## config.mk

```make
export PLATFORM = sky130hd
export DESIGN_NAME = des_output_stage
export DESIGN_NICKNAME = d
export VERILOG_FILES = /design/src/source/des_pkg.sv /design/src/source/des_output_stage.sv
export SDC_FILE = /design/constraint.sdc
export NUM_CORES = 1
export LEC_CHECK = 0
export ABC_AREA = 1
export ABC_CLOCK_PERIOD_IN_PS = 800
export BUFFER_PORTS_ARGS = -buffer_cell sky130_fd_sc_hd__buf_2
export CORE_MARGIN = 5
export CORE_UTILIZATION = 35
export DETAILED_ROUTE_END_ITERATION = 10
export PLACE_DENSITY = 0.82
export SYNTH_ARGS = -nofsm -noshare
export SYNTH_HDL_FRONTEND = slang
export SYNTH_SLANG_ARGS = --single-unit
```

## constraint.sdc

```tcl
create_clock -name clk -period 0.8 [get_ports clk]
set_input_delay 0.04 -clock clk [delete_from_list [all_inputs] [get_ports clk]]
set_output_delay 0.04 -clock clk [all_outputs]
set_load 0.02 [all_outputs]
```

## src/source/des_pkg.sv

```systemverilog
`default_nettype none

package des_pkg;

    // widths
    localparam int block_w      = 64;
    localparam int half_w       = 32;
    localparam int key_w        = 64;  // parity bits included
    localparam int cd_w         = 28;
    localparam int subkey_w     = 48;
    localparam int num_rounds   = 16;
    localparam int num_sboxes   = 8;
    localparam int pipe_latency = 18;  // input stage + 16 rounds + output stage

    // all tables 1-based, counted from the msb as in FIPS 46
    localparam int ip_table [block_w] = '{
        58, 50, 42, 34, 26, 18, 10, 2,
        60, 52, 44, 36, 28, 20, 12, 4,
        62, 54, 46, 38, 30, 22, 14, 6,
        64, 56, 48, 40, 32, 24, 16, 8,
        57, 49, 41, 33, 25, 17, 9,  1,
        59, 51, 43, 35, 27, 19, 11, 3,
        61, 53, 45, 37, 29, 21, 13, 5,
        63, 55, 47, 39, 31, 23, 15, 7
    };

    // inverse of ip
    localparam int fp_table [block_w] = '{
        40, 8, 48, 16, 56, 24, 64, 32,
        39, 7, 47, 15, 55, 23, 63, 31,
        38, 6, 46, 14, 54, 22, 62, 30,
        37, 5, 45, 13, 53, 21, 61, 29,
        36, 4, 44, 12, 52, 20, 60, 28,
        35, 3, 43, 11, 51, 19, 59, 27,
        34, 2, 42, 10, 50, 18, 58, 26,
        33, 1, 41, 9,  49, 17, 57, 25
    };

    // drops the parity bits, first 28 entries form c
    localparam int pc1_table [2*cd_w] = '{
        57, 49, 41, 33, 25, 17, 9,
        1,  58, 50, 42, 34, 26, 18,
        10, 2,  59, 51, 43, 35, 27,
        19, 11, 3,  60, 52, 44, 36,
        63, 55, 47, 39, 31, 23, 15,
        7,  62, 54, 46, 38, 30, 22,
        14, 6,  61, 53, 45, 37, 29,
        21, 13, 5,  28, 20, 12, 4
    };

    localparam int pc2_table [subkey_w] = '{
        14, 17, 11, 24, 1,  5,
        3,  28, 15, 6,  21, 10,
        23, 19, 12, 4,  26, 8,
        16, 7,  27, 20, 13, 2,
        41, 52, 31, 37, 47, 55,
        30, 40, 51, 45, 33, 48,
        44, 49, 39, 56, 34, 53,
        46, 42, 50, 36, 29, 32
    };

    // expansion of the right half, 32 -> 48
    localparam int e_table [subkey_w] = '{
        32, 1,  2,  3,  4,  5,
        4,  5,  6,  7,  8,  9,
        8,  9,  10, 11, 12, 13,
        12, 13, 14, 15, 16, 17,
        16, 17, 18, 19, 20, 21,
        20, 21, 22, 23, 24, 25,
        24, 25, 26, 27, 28, 29,
        28, 29, 30, 31, 32, 1
    };

    localparam int p_table [half_w] = '{
        16, 7,  20, 21, 29, 12, 28, 17,
        1,  15, 23, 26, 5,  18, 31, 10,
        2,  8,  24, 14, 32, 27, 3,  9,
        19, 13, 30, 6,  22, 11, 4,  25
    };

    // left rotate amount per round
    localparam int shift_table [num_rounds] = '{1, 1, 2, 2, 2, 2, 2, 2, 1, 2, 2, 2, 2, 2, 2, 1};

    // [box][row][column]
    localparam logic [3:0] sbox_table [num_sboxes][4][16] = '{
        '{'{14, 4, 13, 1, 2, 15, 11, 8, 3, 10, 6, 12, 5, 9, 0, 7},   // s1
          '{0, 15, 7, 4, 14, 2, 13, 1, 10, 6, 12, 11, 9, 5, 3, 8},
          '{4, 1, 14, 8, 13, 6, 2, 11, 15, 12, 9, 7, 3, 10, 5, 0},
          '{15, 12, 8, 2, 4, 9, 1, 7, 5, 11, 3, 14, 10, 0, 6, 13}},
        '{'{15, 1, 8, 14, 6, 11, 3, 4, 9, 7, 2, 13, 12, 0, 5, 10},   // s2
          '{3, 13, 4, 7, 15, 2, 8, 14, 12, 0, 1, 10, 6, 9, 11, 5},
          '{0, 14, 7, 11, 10, 4, 13, 1, 5, 8, 12, 6, 9, 3, 2, 15},
          '{13, 8, 10, 1, 3, 15, 4, 2, 11, 6, 7, 12, 0, 5, 14, 9}},
        '{'{10, 0, 9, 14, 6, 3, 15, 5, 1, 13, 12, 7, 11, 4, 2, 8},   // s3
          '{13, 7, 0, 9, 3, 4, 6, 10, 2, 8, 5, 14, 12, 11, 15, 1},
          '{13, 6, 4, 9, 8, 15, 3, 0, 11, 1, 2, 12, 5, 10, 14, 7},
          '{1, 10, 13, 0, 6, 9, 8, 7, 4, 15, 14, 3, 11, 5, 2, 12}},
        '{'{7, 13, 14, 3, 0, 6, 9, 10, 1, 2, 8, 5, 11, 12, 4, 15},   // s4
          '{13, 8, 11, 5, 6, 15, 0, 3, 4, 7, 2, 12, 1, 10, 14, 9},
          '{10, 6, 9, 0, 12, 11, 7, 13, 15, 1, 3, 14, 5, 2, 8, 4},
          '{3, 15, 0, 6, 10, 1, 13, 8, 9, 4, 5, 11, 12, 7, 2, 14}},
        '{'{2, 12, 4, 1, 7, 10, 11, 6, 8, 5, 3, 15, 13, 0, 14, 9},   // s5
          '{14, 11, 2, 12, 4, 7, 13, 1, 5, 0, 15, 10, 3, 9, 8, 6},
          '{4, 2, 1, 11, 10, 13, 7, 8, 15, 9, 12, 5, 6, 3, 0, 14},
          '{11, 8, 12, 7, 1, 14, 2, 13, 6, 15, 0, 9, 10, 4, 5, 3}},
        '{'{12, 1, 10, 15, 9, 2, 6, 8, 0, 13, 3, 4, 14, 7, 5, 11},   // s6
          '{10, 15, 4, 2, 7, 12, 9, 5, 6, 1, 13, 14, 0, 11, 3, 8},
          '{9, 14, 15, 5, 2, 8, 12, 3, 7, 0, 4, 10, 1, 13, 11, 6},
          '{4, 3, 2, 12, 9, 5, 15, 10, 11, 14, 1, 7, 6, 0, 8, 13}},
        '{'{4, 11, 2, 14, 15, 0, 8, 13, 3, 12, 9, 7, 5, 10, 6, 1},   // s7
          '{13, 0, 11, 7, 4, 9, 1, 10, 14, 3, 5, 12, 2, 15, 8, 6},
          '{1, 4, 11, 13, 12, 3, 7, 14, 10, 15, 6, 8, 0, 5, 9, 2},
          '{6, 11, 13, 8, 1, 4, 10, 7, 9, 5, 0, 15, 14, 2, 3, 12}},
        '{'{13, 2, 8, 4, 6, 15, 11, 1, 10, 9, 3, 14, 5, 0, 12, 7},   // s8
          '{1, 15, 13, 8, 10, 3, 7, 4, 12, 5, 6, 11, 0, 14, 9, 2},
          '{7, 11, 4, 1, 9, 12, 14, 2, 0, 6, 10, 13, 15, 3, 5, 8},
          '{2, 1, 14, 7, 4, 10, 8, 13, 15, 12, 9, 0, 3, 5, 6, 11}}
    };

    typedef logic [block_w-1:0] des_block_t;

    typedef struct packed {
        logic [half_w-1:0] left;
        logic [half_w-1:0] right;
    } des_halves_t;

    // permutations see a word, rounds see two halves
    typedef union packed {
        des_block_t  raw;
        des_halves_t halves;
    } des_block_u;

    typedef struct packed {
        logic [cd_w-1:0] c;
        logic [cd_w-1:0] d;
    } key_halves_t;

    // bundle handed from stage to stage
    typedef struct packed {
        logic        valid;
        des_block_u  block;
        key_halves_t key;
    } round_state_t;

endpackage

`default_nettype wire

```

## src/source/des_output_stage.sv

```systemverilog
`timescale 1ns/1ps
`default_nettype none

module des_output_stage (
    input  wire logic                   clk,
    input  wire logic                   rst_n,
    input  wire des_pkg::round_state_t  stage_in,
    output logic                        out_valid,
    output des_pkg::des_block_t         msg
);

    des_pkg::des_block_t preout;  // R16 L16, halves swapped
    des_pkg::des_block_t fp_out;

    assign preout = {stage_in.block.halves.right, stage_in.block.halves.left};

    // final permutation, inverse of ip
    always_comb
    begin
        for (int i = 0; i < des_pkg::block_w; i++)
        begin
            fp_out[des_pkg::block_w-1-i] = preout[des_pkg::block_w - des_pkg::fp_table[i]];
        end
    end

    // key halves stop at this stage
    always_ff @(posedge clk or negedge rst_n)
    begin
        if (!rst_n)
        begin
            out_valid <= 1'b0;
            msg       <= '0;
        end
        else
        begin
            out_valid <= stage_in.valid;
            msg       <= fp_out;
        end
    end

endmodule

`default_nettype wire

```

==> impl_metrics.env <==
export IMPL_synth_nets=188
export IMPL_tritoncts="yes"
export IMPL_avgViaCountPerCell=4.12
export IMPL_grt_max_degree=34
export IMPL_antenna_cells=0
export IMPL_ant_nets=0
export IMPL_design_portCount=188
export IMPL_grt_pass1_wl_mm=8.81
export IMPL_worst_path_max_delay_cell="dfrtp_1"
export IMPL_coreArea_mm2=0.00444
export IMPL_clkSinkCount=65
export IMPL_worst_slew_pin_slew_ps=174
export IMPL_setup_viol=65
export IMPL_power_total_mw=6.80
export IMPL_hold_path_class="in -> async"
export IMPL_p_leak_nw=1.78
export IMPL_post_place_ws_ps=252
export IMPL_period_needed_ps=890
export IMPL_grt_overflow=0
export IMPL_ys_warn_count=0
export IMPL_drive_gt1_frac=0.514
export IMPL_ys_types=1
export IMPL_detailed_place_hpwl_mm=2.81
export IMPL_path_class="reg -> out"
export IMPL_placedCellCount=250
export IMPL_p_clk_frac=0.316
export IMPL_peakVddDrop_uv=1250
export IMPL_status="finished with violations"
export IMPL_p_int_mw=5.20
export IMPL_regArea_mm2=0.00163
export IMPL_synth_area_leaders="dfrtp_1 (100%)"
export IMPL_drtIter0Drc=10
export IMPL_vias=1360
export IMPL_cp_arrival_ps=850
export IMPL_port_buffers=131
export IMPL_p_comb_frac=0.163
export IMPL_drc=0
export IMPL_numCtsBuffers=9
export IMPL_routed_wl_mm=5.55
export IMPL_cts_setup_buffers=0
export IMPL_max_cap_violations=0
export IMPL_fp_dieW_um=78.2
export IMPL_p_switching_mw=1.60
export IMPL_path_cells="buf_6"
export IMPL_violations="setup timing"
export IMPL_relSlewSlack=0.884
export IMPL_crit_required_ps=760
export IMPL_multi_input_cells=0
export IMPL_die_h_um=78.2
export IMPL_rows=24
export IMPL_multi_input_area_um2=0
export IMPL_grt_pass1_vias=1680
export IMPL_postSynthCellCount=65
export IMPL_swShare=0.236
export IMPL_gp_congestion=0.672
export IMPL_grtUsageTotal=0.198
export IMPL_fin_cells=330
export IMPL_setup_ws_ps=-89.7
export IMPL_rsz0062_at_grt="true"
export IMPL_post_route_period_util=1.11
export IMPL_areaGrowthSynthToFinish_pct=121
export IMPL_antenna_found_initial=0
export IMPL_crit_start="msg[63]$_DFF_PN0_"
export IMPL_cts_max_level=3
export IMPL_critical_path_max_stage_delay_ps=390
export IMPL_fmax_mhz=1120
export IMPL_cpLargestDelayFamily="flip-flops"
export IMPL_p_seq_frac=0.521
export IMPL_initial_core_util=0.366
export IMPL_timing_hold_ws_ps=276
export IMPL_worst_setup_path_end_kind="output pin"
export IMPL_path_buf_inv=1
export IMPL_yosysSeqAreaShare=1.00
export IMPL_start_kind="flop"
export IMPL_critPathMaxFanout=1
export IMPL_synth_area_per_cell_um2=25.0
export IMPL_slew_viol_final=0
export IMPL_synth_area_leader_cell="dfrtp_1"
export IMPL_synth_seq_cells=65
export IMPL_dr_pass1_iters=2
export IMPL_fill_cells=233
export IMPL_wl_per_cell_um=16.8
export IMPL_cts_buffer_depth=2
export IMPL_power_density_mw_per_mm2=1890
export IMPL_cts_root_buf="clkbuf_8"
export IMPL_clk_pin_slew_ps=60
export IMPL_dieArea_mm2=0.00611
export IMPL_synth_top_area_share=1.00
export IMPL_synthesis_area_mm2=0.00163
export IMPL_hold_viol=0
export IMPL_final_nets=398
cells by family (layout without fill, tap and decap cells):
| logic type | after synthesis | count (layout) | synth area share |
|---|---|---|---|
| buffers and inverters | 0 | 213 | 0 |
| DFF | 65 | 65 | 1.00 |
worst max path at each step:
stage	to	slack [ps]	cells past startpoint
after global routing	msg[63]	-120	1
after CTS	msg[9]	-100	1
after global placement	msg[27]	270	1
final	msg[63]	-90	1
after floorplan	msg[0]	340	0
after detailed placement	msg[9]	250	1
per-stage QoR:
stage | utilization | cell area [um^2] | setup TNS [ps]
final | 0.810 | 3600 | -4500
after global routing | 0.810 | 3600 | -6570
after CTS | 0.810 | 3600 | -5380
after detailed placement | 0.537 | 2390 | 0
after global placement | 0.537 | 2390 | 0
after floorplan | - | 1630 | 0
power groups by stage:
stage | Combinational [mW] | Sequential [mW] | Clock, mW
after global routing | 1.18 | 3.55 | 2.36
after global placement | 0.635 | 3.54 | 0
after floorplan | 0 | 3.78 | 0
after CTS | 1.09 | 3.53 | 2.21
after detailed placement | 0.647 | 3.55 | 0
final | 1.11 | 3.54 | 2.15
synthesized netlist by cell type:
cell,instances
dfrtp_1,65
per-layer routing:
| layer | up-vias | wire (um) | part of all wire | track usage |
|---|---|---|---|---|
| met5 | - | 0 | 0 | 0 |
| met4 | 0 | 98 | 0.018 | 0.0962 |
| met3 | 9 | 609 | 0.11 | 0.0801 |
| met2 | 94 | 2840 | 0.51 | 0.340 |
| met1 | 639 | 2000 | 0.36 | 0.213 |
| li1 | 618 | - | - | - |
final cells by class:
class	instances	share of cell area
clock inverters	1	0.00139
well taps	52	0.0181
repair buffers	199	0.490
clock buffers	13	0.0386
flip-flops and latches	65	0.452
placed cells by master (no fill, tap or decap):
cell type / n
clkbuf_1: 4
buf_12: 2
clkbuf_8: 9
dfrtp_1: 65
dlygate4sd3_1: 66
buf_6: 65
buf_2: 66
clkinv_2: 1
repair_timing:
item,CTS,global route
endpoints found under the setup margin,65,65
hold endpoints to repair,130,0
gates resized for setup,130,0
gates cloned,0,0
hold buffers,66,0
flip-flops by register name, summed over array words and instances, names as in the netlist:
name       count
out_valid      1
msg           64
Power figures use the tool's default switching activity.
