`config.mk`:
```
export PLATFORM = sky130hd
export DESIGN_NAME = des_round
export DESIGN_NICKNAME = d
export VERILOG_FILES = /design/src/source/des_pkg.sv /design/src/source/des_feistel.sv /design/src/source/des_round.sv
export SDC_FILE = /design/constraint.sdc
export NUM_CORES = 1
export LEC_CHECK = 0
export ABC_AREA = 1
export BUFFER_PORTS_ARGS = -buffer_cell sky130_fd_sc_hd__buf_2
export CORE_MARGIN = 10
export CORE_UTILIZATION = 35
export DETAILED_ROUTE_END_ITERATION = 8
export HOLD_SLACK_MARGIN = 0.05
export PLACE_DENSITY = 0.56
export SYNTH_ARGS = -nofsm -noshare
export SYNTH_HDL_FRONTEND = slang
export SYNTH_SLANG_ARGS = --single-unit
```
`constraint.sdc`:
```
create_clock -name clk -period 0.8 [get_ports clk]
set_input_delay 0.04 -clock clk [delete_from_list [all_inputs] [get_ports clk]]
set_output_delay 0.04 -clock clk [all_outputs]
set_load 0.02 [all_outputs]
```
`src/source/des_pkg.sv`:
```
`default_nettype none

package des_pkg;

    // widths
    localparam int block_w      = 64;
    localparam int half_w       = 32;
    localparam int key_w        = 64;  // parity bits included
    localparam int cd_w         = 28;
    localparam int subkey_w     = 48;
    localparam int num_rounds   = 16;
    localparam int num_sboxes   = 8;
    localparam int pipe_latency = 18;  // input stage + 16 rounds + output stage

    // all tables 1-based, counted from the msb as in FIPS 46
    localparam int ip_table [block_w] = '{
        58, 50, 42, 34, 26, 18, 10, 2,
        60, 52, 44, 36, 28, 20, 12, 4,
        62, 54, 46, 38, 30, 22, 14, 6,
        64, 56, 48, 40, 32, 24, 16, 8,
        57, 49, 41, 33, 25, 17, 9,  1,
        59, 51, 43, 35, 27, 19, 11, 3,
        61, 53, 45, 37, 29, 21, 13, 5,
        63, 55, 47, 39, 31, 23, 15, 7
    };

    // inverse of ip
    localparam int fp_table [block_w] = '{
        40, 8, 48, 16, 56, 24, 64, 32,
        39, 7, 47, 15, 55, 23, 63, 31,
        38, 6, 46, 14, 54, 22, 62, 30,
        37, 5, 45, 13, 53, 21, 61, 29,
        36, 4, 44, 12, 52, 20, 60, 28,
        35, 3, 43, 11, 51, 19, 59, 27,
        34, 2, 42, 10, 50, 18, 58, 26,
        33, 1, 41, 9,  49, 17, 57, 25
    };

    // drops the parity bits, first 28 entries form c
    localparam int pc1_table [2*cd_w] = '{
        57, 49, 41, 33, 25, 17, 9,
        1,  58, 50, 42, 34, 26, 18,
        10, 2,  59, 51, 43, 35, 27,
        19, 11, 3,  60, 52, 44, 36,
        63, 55, 47, 39, 31, 23, 15,
        7,  62, 54, 46, 38, 30, 22,
        14, 6,  61, 53, 45, 37, 29,
        21, 13, 5,  28, 20, 12, 4
    };

    localparam int pc2_table [subkey_w] = '{
        14, 17, 11, 24, 1,  5,
        3,  28, 15, 6,  21, 10,
        23, 19, 12, 4,  26, 8,
        16, 7,  27, 20, 13, 2,
        41, 52, 31, 37, 47, 55,
        30, 40, 51, 45, 33, 48,
        44, 49, 39, 56, 34, 53,
        46, 42, 50, 36, 29, 32
    };

    // expansion of the right half, 32 -> 48
    localparam int e_table [subkey_w] = '{
        32, 1,  2,  3,  4,  5,
        4,  5,  6,  7,  8,  9,
        8,  9,  10, 11, 12, 13,
        12, 13, 14, 15, 16, 17,
        16, 17, 18, 19, 20, 21,
        20, 21, 22, 23, 24, 25,
        24, 25, 26, 27, 28, 29,
        28, 29, 30, 31, 32, 1
    };

    localparam int p_table [half_w] = '{
        16, 7,  20, 21, 29, 12, 28, 17,
        1,  15, 23, 26, 5,  18, 31, 10,
        2,  8,  24, 14, 32, 27, 3,  9,
        19, 13, 30, 6,  22, 11, 4,  25
    };

    // left rotate amount per round
    localparam int shift_table [num_rounds] = '{1, 1, 2, 2, 2, 2, 2, 2, 1, 2, 2, 2, 2, 2, 2, 1};

    // [box][row][column]
    localparam logic [3:0] sbox_table [num_sboxes][4][16] = '{
        '{'{14, 4, 13, 1, 2, 15, 11, 8, 3, 10, 6, 12, 5, 9, 0, 7},   // s1
          '{0, 15, 7, 4, 14, 2, 13, 1, 10, 6, 12, 11, 9, 5, 3, 8},
          '{4, 1, 14, 8, 13, 6, 2, 11, 15, 12, 9, 7, 3, 10, 5, 0},
          '{15, 12, 8, 2, 4, 9, 1, 7, 5, 11, 3, 14, 10, 0, 6, 13}},
        '{'{15, 1, 8, 14, 6, 11, 3, 4, 9, 7, 2, 13, 12, 0, 5, 10},   // s2
          '{3, 13, 4, 7, 15, 2, 8, 14, 12, 0, 1, 10, 6, 9, 11, 5},
          '{0, 14, 7, 11, 10, 4, 13, 1, 5, 8, 12, 6, 9, 3, 2, 15},
          '{13, 8, 10, 1, 3, 15, 4, 2, 11, 6, 7, 12, 0, 5, 14, 9}},
        '{'{10, 0, 9, 14, 6, 3, 15, 5, 1, 13, 12, 7, 11, 4, 2, 8},   // s3
          '{13, 7, 0, 9, 3, 4, 6, 10, 2, 8, 5, 14, 12, 11, 15, 1},
          '{13, 6, 4, 9, 8, 15, 3, 0, 11, 1, 2, 12, 5, 10, 14, 7},
          '{1, 10, 13, 0, 6, 9, 8, 7, 4, 15, 14, 3, 11, 5, 2, 12}},
        '{'{7, 13, 14, 3, 0, 6, 9, 10, 1, 2, 8, 5, 11, 12, 4, 15},   // s4
          '{13, 8, 11, 5, 6, 15, 0, 3, 4, 7, 2, 12, 1, 10, 14, 9},
          '{10, 6, 9, 0, 12, 11, 7, 13, 15, 1, 3, 14, 5, 2, 8, 4},
          '{3, 15, 0, 6, 10, 1, 13, 8, 9, 4, 5, 11, 12, 7, 2, 14}},
        '{'{2, 12, 4, 1, 7, 10, 11, 6, 8, 5, 3, 15, 13, 0, 14, 9},   // s5
          '{14, 11, 2, 12, 4, 7, 13, 1, 5, 0, 15, 10, 3, 9, 8, 6},
          '{4, 2, 1, 11, 10, 13, 7, 8, 15, 9, 12, 5, 6, 3, 0, 14},
          '{11, 8, 12, 7, 1, 14, 2, 13, 6, 15, 0, 9, 10, 4, 5, 3}},
        '{'{12, 1, 10, 15, 9, 2, 6, 8, 0, 13, 3, 4, 14, 7, 5, 11},   // s6
          '{10, 15, 4, 2, 7, 12, 9, 5, 6, 1, 13, 14, 0, 11, 3, 8},
          '{9, 14, 15, 5, 2, 8, 12, 3, 7, 0, 4, 10, 1, 13, 11, 6},
          '{4, 3, 2, 12, 9, 5, 15, 10, 11, 14, 1, 7, 6, 0, 8, 13}},
        '{'{4, 11, 2, 14, 15, 0, 8, 13, 3, 12, 9, 7, 5, 10, 6, 1},   // s7
          '{13, 0, 11, 7, 4, 9, 1, 10, 14, 3, 5, 12, 2, 15, 8, 6},
          '{1, 4, 11, 13, 12, 3, 7, 14, 10, 15, 6, 8, 0, 5, 9, 2},
          '{6, 11, 13, 8, 1, 4, 10, 7, 9, 5, 0, 15, 14, 2, 3, 12}},
        '{'{13, 2, 8, 4, 6, 15, 11, 1, 10, 9, 3, 14, 5, 0, 12, 7},   // s8
          '{1, 15, 13, 8, 10, 3, 7, 4, 12, 5, 6, 11, 0, 14, 9, 2},
          '{7, 11, 4, 1, 9, 12, 14, 2, 0, 6, 10, 13, 15, 3, 5, 8},
          '{2, 1, 14, 7, 4, 10, 8, 13, 15, 12, 9, 0, 3, 5, 6, 11}}
    };

    typedef logic [block_w-1:0] des_block_t;

    typedef struct packed {
        logic [half_w-1:0] left;
        logic [half_w-1:0] right;
    } des_halves_t;

    // permutations see a word, rounds see two halves
    typedef union packed {
        des_block_t  raw;
        des_halves_t halves;
    } des_block_u;

    typedef struct packed {
        logic [cd_w-1:0] c;
        logic [cd_w-1:0] d;
    } key_halves_t;

    // bundle handed from stage to stage
    typedef struct packed {
        logic        valid;
        des_block_u  block;
        key_halves_t key;
    } round_state_t;

endpackage

`default_nettype wire

```
`src/source/des_feistel.sv`:
```
`timescale 1ns/1ps
`default_nettype none

module des_feistel (
    input  wire logic [des_pkg::half_w-1:0]   half_in,
    input  wire logic [des_pkg::subkey_w-1:0] subkey,
    output logic [des_pkg::half_w-1:0]        f_out
);

    logic [des_pkg::subkey_w-1:0] e_bits;    // expanded right half
    logic [des_pkg::subkey_w-1:0] mixed;     // E(R) ^ K
    logic [des_pkg::half_w-1:0]   sbox_out;  // eight nibbles, s1 on top

    // expansion, 32 -> 48
    always_comb
    begin
        for (int i = 0; i < des_pkg::subkey_w; i++)
        begin
            e_bits[des_pkg::subkey_w-1-i] = half_in[des_pkg::half_w - des_pkg::e_table[i]];
        end
    end

    assign mixed = e_bits ^ subkey;

    // one 6-bit group per box
    for (genvar s = 0; s < des_pkg::num_sboxes; s++)
    begin : g_sbox
        logic [5:0] grp;

        assign grp = mixed[des_pkg::subkey_w-1-6*s -: 6];
        // row from outer bits, column from inner four
        assign sbox_out[des_pkg::half_w-1-4*s -: 4] =
            des_pkg::sbox_table[s][{grp[5], grp[0]}][grp[4:1]];
    end

    // p permutation
    always_comb
    begin
        for (int i = 0; i < des_pkg::half_w; i++)
        begin
            f_out[des_pkg::half_w-1-i] = sbox_out[des_pkg::half_w - des_pkg::p_table[i]];
        end
    end

endmodule

`default_nettype wire

```
`src/source/des_round.sv`:
```
`timescale 1ns/1ps
`default_nettype none

module des_round #(
    parameter int round_idx = 0  // 0..15, picks the rotate amount
) (
    input  wire logic                   clk,
    input  wire logic                   rst_n,
    input  wire des_pkg::round_state_t  stage_in,
    output des_pkg::round_state_t       stage_out
);

    des_pkg::key_halves_t          key_rot;  // c/d after this round's rotate
    logic [des_pkg::subkey_w-1:0]  subkey;   // K(round_idx+1)
    logic [des_pkg::half_w-1:0]    f_res;

    // circular left shift by 1 or 2
    always_comb
    begin
        key_rot.c = (stage_in.key.c << des_pkg::shift_table[round_idx])
                  | (stage_in.key.c >> (des_pkg::cd_w - des_pkg::shift_table[round_idx]));
        key_rot.d = (stage_in.key.d << des_pkg::shift_table[round_idx])
                  | (stage_in.key.d >> (des_pkg::cd_w - des_pkg::shift_table[round_idx]));
    end

    // pc-2 over {c, d}, 56 -> 48
    always_comb
    begin
        for (int i = 0; i < des_pkg::subkey_w; i++)
        begin
            subkey[des_pkg::subkey_w-1-i] = key_rot[2*des_pkg::cd_w - des_pkg::pc2_table[i]];
        end
    end

    des_feistel u_feistel (
        .half_in (stage_in.block.halves.right),
        .subkey  (subkey),
        .f_out   (f_res)
    );

    always_ff @(posedge clk or negedge rst_n)
    begin
        if (!rst_n)
            stage_out <= '0;
        else
        begin
            stage_out.valid              <= stage_in.valid;
            stage_out.block.halves.left  <= stage_in.block.halves.right;          // L = R
            stage_out.block.halves.right <= stage_in.block.halves.left ^ f_res;  // R = L ^ f
            stage_out.key                <= key_rot;  // next round rotates from here
        end
    end

endmodule

`default_nettype wire

```
==> impl_metrics.tcl, run 1 <==
set metrics [dict create \
    drtIter0Drc 706 \
    synthTopCellsByArea "dfrtp_1 34%, nand2_1 22%, nand3_1 19%" \
    maxCapViolations 0 \
    setup_viol 153 \
    yosysUniqueCellTypes 25 \
    start_util 0.355 \
    ys_warn_count 0 \
    critPathMaxFanout 7 \
    post-route-util 0.684 \
    violations "setup timing" \
    route.detailed.drc 0 \
    fin_area_mm2 0.0172 \
    cts_tree "built" \
    antenna_found_initial 0 \
    mostFrequentLayoutCell "nand2_1" \
    hold_violations 0 \
    synth_fp_nets 1459 \
    maxSlewHeadroom 0.751 \
    cp-startpoint "stage_in[39]" \
    avgSynthCellArea_um2 6.98 \
    largest_reg_flops 121 \
    fin_ws_ns -0.256 \
    die_x_um 180 \
    worstPathArrival_ns 1.36 \
    grt_pass1_vias 10449 \
    grt_setup_unrepaired "yes" \
    pwr_density_cell_mw_per_mm2 1630 \
    gp_congestion 0.921 \
    seq_area_frac_synth 0.340 \
    critPathCapture "stage_out[87]" \
    first_pass_iters 6 \
    h-tree-depth 4 \
    timing.critical_path.slowest_stage_cell "xor2_4" \
    required_ns 1.10 \
    p_total_w 0.0281 \
    die_area_mm2 0.0322 \
    fmax_mhz 947 \
    cts.clk_slew.worst_paths_ns 0.06 \
    numClockSinks 121 \
    drive_gt1_frac 0.470 \
    rows 58 \
    vias_per_cell 4.92 \
    die_y_um 180 \
    syn2layout_area_growth_pct 92.7 \
    drv_slew 0 \
    worst_pin_slew_ns 0.374 \
    diodes 0 \
    io_pins 244 \
    final_cell_mix "398 x nand2_1, 180 x nand3_1, 150 x nand3_2, 148 x buf_6, 122 x dlygate4sd3_1" \
    fin_crit_ns 1.06 \
    fin_nets 1965 \
    cp-end-kind "register" \
    slowest_delay_ns 0.31 \
    worstSetupStartpointType "primary input" \
    coreArea_mm2 0.0251 \
    wl_per_cell_um 15.6 \
    hpwl_um 22800 \
    via_count 10465 \
    synthCells 1277 \
    cpMostUsedCell "nand2_1" \
    postSynthRegisterBits 121 \
    reg_top3 "stage_out: 121 flops" \
    final_antenna_net_count 0 \
    yosys.area.top_type "dfrtp_1" \
    totalWireLength_um 33300 \
    synth_top_area_frac 0.340 \
    leakagePower_nw 8.53 \
    critical_path.cell_chain "buf_12, xor2_4, ha_4, inv_4, nand2_4, nand2_2, nand2_2, nand3_2, nand2_1, nand2_1, nand2_1, nand2_1, nand2_1" \
    cts_buffers 17 \
    regMostFlops "stage_out" \
    grt_pass1_wl_um 54100 \
    placement.io_buffers 243 \
    netlist_area_mm2 0.00891 \
    ir_drop_uv 1120 \
    root_buffer "clkbuf_16" \
    status "finished with violations" \
    holdWs_ns 0.0153 \
    placed_cell_area_mm2 0.0124 \
    grt.overflow.total 0 \
    cts_buffer_depth 2 \
    worstSetupPathType "primary input to register" \
    hold_class "primary input to asynchronous set/reset pin" \
    post-route-period-util 1.32 \
    grt_max_degree 40 \
    cts_hold_buf 122 \
    grt_use_total 0.197 \
]
through the flow:
step                      setup slack (ns)  instances  setup TNS (ns)
after global routing                -0.324       2126          -30.61
after CTS                           -0.225       2109          -25.10
final                               -0.256       2126          -24.24
after floorplan                     -0.416       1277          -10.96
after detailed placement            -0.762       1940          -21.75
after global placement              -0.757       1940          -21.28
synthesized netlist by cell type (all sizes together):
cell type and number:
o21ai 9, clkbuf 1, nand3b 24, dfrtp 121, nand2 540, nor3 1
xor2 13, nand4 3, or2 1, nand3 335, ha 59, inv 99
buf 30, nor2 4, xnor2 33, a21oi 3, o211ai 1
layout make-up:
type                    instances  area [um2]
clock buffers                  18         439
multi-input cells            1026        7480
well taps                     330         413
inverters                      99         502
repair buffers                518        5120
clock inverters                14         196
fillers                      1947        7930
flip-flops and latches        121        3030
cells by family (layout without fill, tap and decap cells):
group	after synthesis	count (layout)	share of synthesized area
AO/OA/AOI/OAI	13	13	0.00758
XOR/XNOR	46	46	0.0621
adder cells (fa/ha/maj)	59	59	0.0828
buffers and inverters	130	649	0.0640
flip-flops	121	121	0.340
AND/OR/NAND/NOR	908	908	0.444
repair_timing:
item,in CTS,in global routing
pin swaps,177,138
cloned,1,0
setup endpoints to repair,153,153
resized for setup,526,175
buffers inserted,16,17
endpoints found under the hold margin,242,9
routing by layer:
metal / GRT usage / vias to the layer above / wire (um)
met3: 0.0456 / 32 / 2030
met1: 0.242 / 4925 / 13300
met4: 0.0417 / 0 / 403
met5: 0 / - / 0
li1: - / 5156 / -
met2: 0.345 / 352 / 17500
power breakdown:
| group | switching [W] | internal (W) |
|---|---|---|
| Combinational | 0.00679 | 0.00577 |
| Sequential | 0.000310 | 0.00670 |
| Clock | 0.00319 | 0.00532 |
| Total | 0.0103 | 0.0178 |
critical path: cells and delay by family:
kind	cells	cell delay (ns)
XOR/XNOR	1	0.31
adder cells (fa/ha/maj)	1	0.28
AND/OR/NAND/NOR	9	0.54
buffers and inverters	2	0.19
worst min path at each step:
| stage | to | slack (ns) | cells after the start |
|---|---|---|---|
| 4_1_cts | stage_out[74] | 0.0002 | 2 |
| 6_report | stage_out[74] | 0.02 | 2 |
| 3_3_place_gp | stage_out[74] | -0.09 | 1 |
| 3_5_place_dp | stage_out[74] | -0.09 | 1 |
| 5_1_grt | stage_out[74] | 0.02 | 2 |
| 2_1_floorplan | stage_out[0] | -0.26 | 0 |
Note: power is estimated with default switching activity, not from simulation.
==> inputs of run 2 (changes only) <==
- ABC_AREA: 1 -> default
- TNS_END_PERCENT: default -> 100
==> run 2 against run 1 <==
The flow still finishes with violations (setup timing); synthesized cell count is 34% lower; via count fell by 9.6%; worst hold slack better by 0.018 ns; cell count shrank 12%; cell area is 0.99% higher; clock-buffer cell count rose by 1; non-clock buffer count up 191; global-route usage is 1.1 points higher; first-iteration DRC count decreased by 14%; largest power group unchanged; highest routed layer unchanged.
==> impl_metrics.tcl, run 2 <==
set metrics [dict create \
    grt.overflow.total 0 \
    cts_buffers 17 \
    drv_slew 0 \
    yosysUniqueCellTypes 66 \
    synth.most_common_cell "dfrtp_1" \
    post-route-period-util 1.90 \
    route.detailed.drc 0 \
    pwr_density_cell_mw_per_mm2 1780 \
    netlist_area_mm2 0.00856 \
    synth_edf_count 0 \
    ir_drop_uv 1230 \
    vias_per_cell 5.05 \
    synth-main-ff-cell "dfrtp_1" \
    p_total_w 0.0309 \
    grt_setup_unrepaired "yes" \
    cts_hold_buf 122 \
    cp-end-kind "register" \
    synthTopCellsByArea "dfrtp_1 35%, ha_1 8.6%, mux4_2 7.4%" \
    ys_top_cells_by_count "121 x dfrtp_1, 67 x nor2_1, 64 x xnor2_1" \
    io_pins 244 \
    start_util 0.354 \
    top_usage_layer "met2" \
    use_met3 0.0543 \
    fin_crit_ns 1.52 \
    die_area_mm2 0.0311 \
    finalSetupTns_ns -38.21 \
    grt_use_total 0.208 \
    maxSlewHeadroom 0.663 \
    cts.clk_slew.worst_paths_ns 0.07 \
    fmax_mhz 657 \
    largest_reg_flops 121 \
    place_inst 1655 \
    hold_violations 0 \
    wl_per_cell_um 17.7 \
    grt_pass1_vias 10037 \
    rows 57 \
    setup_viol 153 \
    totalWireLength_um 33100 \
    fin_ws_ns -0.723 \
    violations "setup timing" \
    coreArea_mm2 0.0242 \
    die_x_um 176 \
    grt_pass1_wl_um 52900 \
    postSynthRegisterBits 121 \
    ys_warn_count 0 \
    drive_gt1_frac 0.556 \
    cts_tree "built" \
    reg_top3 "stage_out: 121 flops" \
    via_count 9460 \
    first_pass_iters 5 \
    synthCells 841 \
    cts_buffer_depth 2 \
    fin_nets 1717 \
    worstSetupStartpointType "primary input" \
    root_buffer "clkbuf_16" \
    avgSynthCellArea_um2 10.2 \
    yosys.area.top_type "dfrtp_1" \
    mostFrequentLayoutCell "buf_4" \
    h-tree-depth 4 \
    gp_congestion 0.891 \
    synth-async-reset-ratio 1.00 \
    antenna_found_initial 1 \
    placement.io_buffers 243 \
    seq_area_frac_synth 0.354 \
    leakagePower_nw 7.57 \
    worstPathArrival_ns 1.83 \
    hold_class "primary input to asynchronous set/reset pin" \
    grt_max_degree 41 \
    final_cell_mix "291 x buf_4, 168 x buf_6, 122 x dlygate4sd3_1, 121 x dfrtp_1, 89 x buf_2" \
    synth_fp_nets 1023 \
    die_y_um 176 \
    required_ns 1.11 \
    instances_no_fill 1873 \
    final_antenna_net_count 0 \
    worstSetupPathType "primary input to register" \
    numClockSinks 121 \
    grtUsageMet2 0.381 \
    drtIter0Drc 609 \
    syn2layout_area_growth_pct 103 \
    maxCapViolations 0 \
    critPathMaxFanout 5 \
    synth_top_area_frac 0.354 \
    hpwl_um 22500 \
    status "finished with violations" \
    regMostFlops "stage_out" \
    worst_pin_slew_ns 0.505 \
    use_met1 0.238 \
]
## run 2: path summary, 6_finish.rpt
check / startpoint / end / slack, ns / cells after the start
setup / recovery: stage_in[67] / stage_out[85] / -0.72 / 7
hold / removal: rst_n / stage_out[82] / 0.03 / 2
max in group asynchronous: rst_n / stage_out[22] / 0.30 / 3
min in group clk: stage_in[62] / stage_out[81] / 0.20 / 4
## run 2: cells by family after synthesis
| family | count (synthesis) | synth area share |
|---|---|---|
| mux | 58 | 0.113 |
| simple gates | 195 | 0.0988 |
| fa+ha+maj | 59 | 0.0863 |
| xor+xnor | 125 | 0.143 |
| flops | 121 | 0.354 |
| buf+inv | 68 | 0.0323 |
| compound gates | 215 | 0.173 |
## run 2: repair_timing
| item | CTS | global route |
|---|---|---|
| gates cloned | 0 | 1 |
| resized for setup | 445 | 106 |
| hold endpoints to repair | 242 | 12 |
| pin swaps | 95 | 100 |
| setup endpoints to repair | 153 | 153 |
| buffers inserted | 49 | 19 |
## run 2: per-stage QoR
step | utilization | setup WS [ns] | hold WS, ns | cell area (um2)
detailed placement | 0.537 | -1.21 | -0.102 | 13000
floorplan | - | -1.07 | -0.256 | 9340
CTS | 0.692 | -0.715 | 0.0171 | 16700
global route | 0.717 | -0.766 | 0.0362 | 17300
finish | 0.717 | -0.723 | 0.0332 | 17300
global placement | 0.537 | -1.19 | -0.104 | 13000
## run 2: cell type report
type | instances | area (um2)
antenna | 1 | 2.50
clock buffer | 19 | 453
clock inverter | 13 | 145
fill | 1636 | 6830
inverter | 34 | 175
multi-input combinational | 652 | 6720
sequential | 121 | 3030
tap | 324 | 405
timing repair buffer | 709 | 6410
## run 2: critical path: stages
cell,delay [ns]
buf_8,0.11
xor2_4,0.33
inv_4,0.09
ha_4,0.17
mux4_2,0.46
mux4_2,0.49
xor2_1,0.15
## run 2: routing by layer
layer  part of all wire  routed length, um
met5                  0                  0
met1               0.39              13100
met3              0.066               2170
met2               0.53              17400
met4              0.014                454
## run 2: power breakdown
group	total (W)	internal [W]	leakage, nW	switching [W]
clock	0.00798	0.00478	0.286	0.00320
combinational	0.0156	0.00831	5.88	0.00727
sequential	0.00731	0.00690	1.41	0.000411
total	0.0309	0.0200	7.57	0.0109
==> inputs of run 3 (changes only) <==
- CORE_ASPECT_RATIO: default -> 0.9
==> run 3 against run 2 <==
The run still ends with setup timing left; cell count fell by 2.3%; power fell by 1.7%; routed wire length fell by 0.70%; setup slack improved by 0.037 ns; clock power fell by 1%; cell area fell by 2.6%; sequential share of layout area rose by 0.46 points; utilization fell by 1.9 points; worst hold slack got worse by 0.032 ns; flip-flop and latch count did not move.
==> impl_metrics.tcl, run 3 (synthesis results as in run 2) <==
set metrics [dict create \
    final_cell_mix "259 x buf_4, 178 x buf_6, 122 x dlygate4sd3_1, 121 x dfrtp_1, 91 x buf_2" \
    grt_pass1_wl_um 52200 \
    placement.io_buffers 243 \
    grt_pass1_vias 9819 \
    hpwl_um 22800 \
    fmax_mhz 673 \
    drive_gt1_frac 0.539 \
    fillers 1709 \
    fin_nets 1689 \
    rows 54 \
    mostFrequentLayoutCell "buf_4" \
    cp-end-kind "register" \
    final-seq-area_mm2 0.00303 \
    first_pass_iters 5 \
    wl_per_cell_um 18.0 \
    final_antenna_net_count 0 \
    grt_use_total 0.207 \
    post-route-period-util 1.86 \
    worstPathArrival_ns 1.79 \
    combPwrFrac 0.500 \
    p_sw_frac 0.351 \
    start_util 0.354 \
    pre_cts_slack_ns -1.40 \
    numClockSinks 121 \
    worst_pin_slew_ns 0.497 \
    share_seq_of_total_power 0.240 \
    largest_reg_flops 121 \
    p_total_w 0.0303 \
    die_x_um 185 \
    gp_congestion 0.899 \
    violations "setup timing" \
    vias_per_cell 5.09 \
    route.detailed.drc 0 \
    drtIter0Drc 468 \
    fin_ws_ns -0.686 \
    antenna_found_initial 1 \
    root_buffer "clkbuf_16" \
    grt_max_degree 44 \
    critPathMaxFanout 4 \
    cts_buffers 17 \
    ir_drop_uv 1020 \
    via_count 9315 \
    io_pins 244 \
    grtUsageMet2 0.370 \
    die_y_um 168 \
    top_usage_layer "met2" \
    worstSetupStartpointType "primary input" \
    reg_top3 "stage_out: 121 flops" \
    setup_viol 153 \
    cts_buffer_depth 2 \
    regMostFlops "stage_out" \
    required_ns 1.11 \
    leakagePower_nw 7.37 \
    cts_hold_buf 122 \
    totalWireLength_um 32900 \
    pwr_density_cell_mw_per_mm2 1790 \
    maxCapViolations 0 \
    use_met1 0.242 \
    clkPwrFrac 0.260 \
    cts_tree "built" \
    syn2layout_area_growth_pct 97.5 \
    hold_class "primary input to asynchronous set/reset pin" \
    p_int_w 0.0197 \
    cts.clk_slew.worst_paths_ns 0.06 \
    die_area_mm2 0.0311 \
    drv_slew 0 \
    holdWs_ns 0.00137 \
    grt.overflow.total 0 \
    fin_crit_ns 1.49 \
    maxSlewHeadroom 0.669 \
    h-tree-depth 4 \
    multiInputGateArea_mm2 0.00656 \
    grt_setup_unrepaired "yes" \
    hold_violations 0 \
    post-route-util 0.699 \
    status "finished with violations" \
    coreArea_mm2 0.0242 \
    p_sw_w 0.0106 \
    use_met3 0.0463 \
    worstSetupPathType "primary input to register" \
]
## run 3: per-layer routing
layer	part of all wire	wire length, um	vias to the layer above
met5	0.00040	13	-
met4	0.021	692	2
met3	0.051	1680	45
met2	0.52	17200	264
met1	0.41	13300	4588
li1	-	-	4416
## run 3: layout make-up
| type | count | area share |
|---|---|---|
| Clock inverter | 13 | 0.00851 |
| Antenna cell | 1 | 0.000148 |
| Inverter | 34 | 0.00992 |
| Multi-Input combinational cell | 652 | 0.388 |
| Timing Repair Buffer | 681 | 0.364 |
| Clock buffer | 19 | 0.0268 |
| Tap cell | 308 | 0.0228 |
| Sequential cell | 121 | 0.179 |
## run 3: what timing repair did
item                       CTS  global route
pin swaps                   95            71
gates resized for setup    443            85
hold endpoints to repair   242             8
setup buffers               38            10
setup endpoints to repair  153           153
## run 3: critical path, cell delays in order
cell and delay, ns:
buf_8 0.11, xor2_4 0.30, ha_4 0.27, mux4_2 0.47
mux4_2 0.48, xnor2_1 0.14
## run 3: final timing paths
| kind | from | endpoint | slack (ns) |
|---|---|---|---|
| min in group clk | stage_in[44] | stage_out[71] | 0.18 |
| max | stage_in[41] | stage_out[79] | -0.69 |
| min | rst_n | stage_out[74] | 0.001 |
| max in group asynchronous | rst_n | stage_out[119] | 0.32 |
## run 3: power groups by stage
stage               combinational (W)  sequential, W  clock [W]
floorplan                     0.00584        0.00823          0
global placement               0.0118        0.00716          0
detailed placement             0.0119        0.00716          0
CTS                            0.0144        0.00726    0.00812
global route                   0.0162        0.00735    0.00831
finish                         0.0151        0.00728    0.00789
## run 3: stage by stage
| step | cell area (um2) | cells | TNS [ns] |
|---|---|---|---|
| 2_1_floorplan | 9340 | 841 | -25.42 |
| 4_1_cts | 16500 | 1821 | -38.73 |
| 3_5_place_dp | 12900 | 1631 | -34.22 |
| 5_1_grt | 16900 | 1828 | -43.58 |
| 3_3_place_gp | 12900 | 1631 | -33.76 |
| 6_report | 16900 | 1829 | -37.41 |
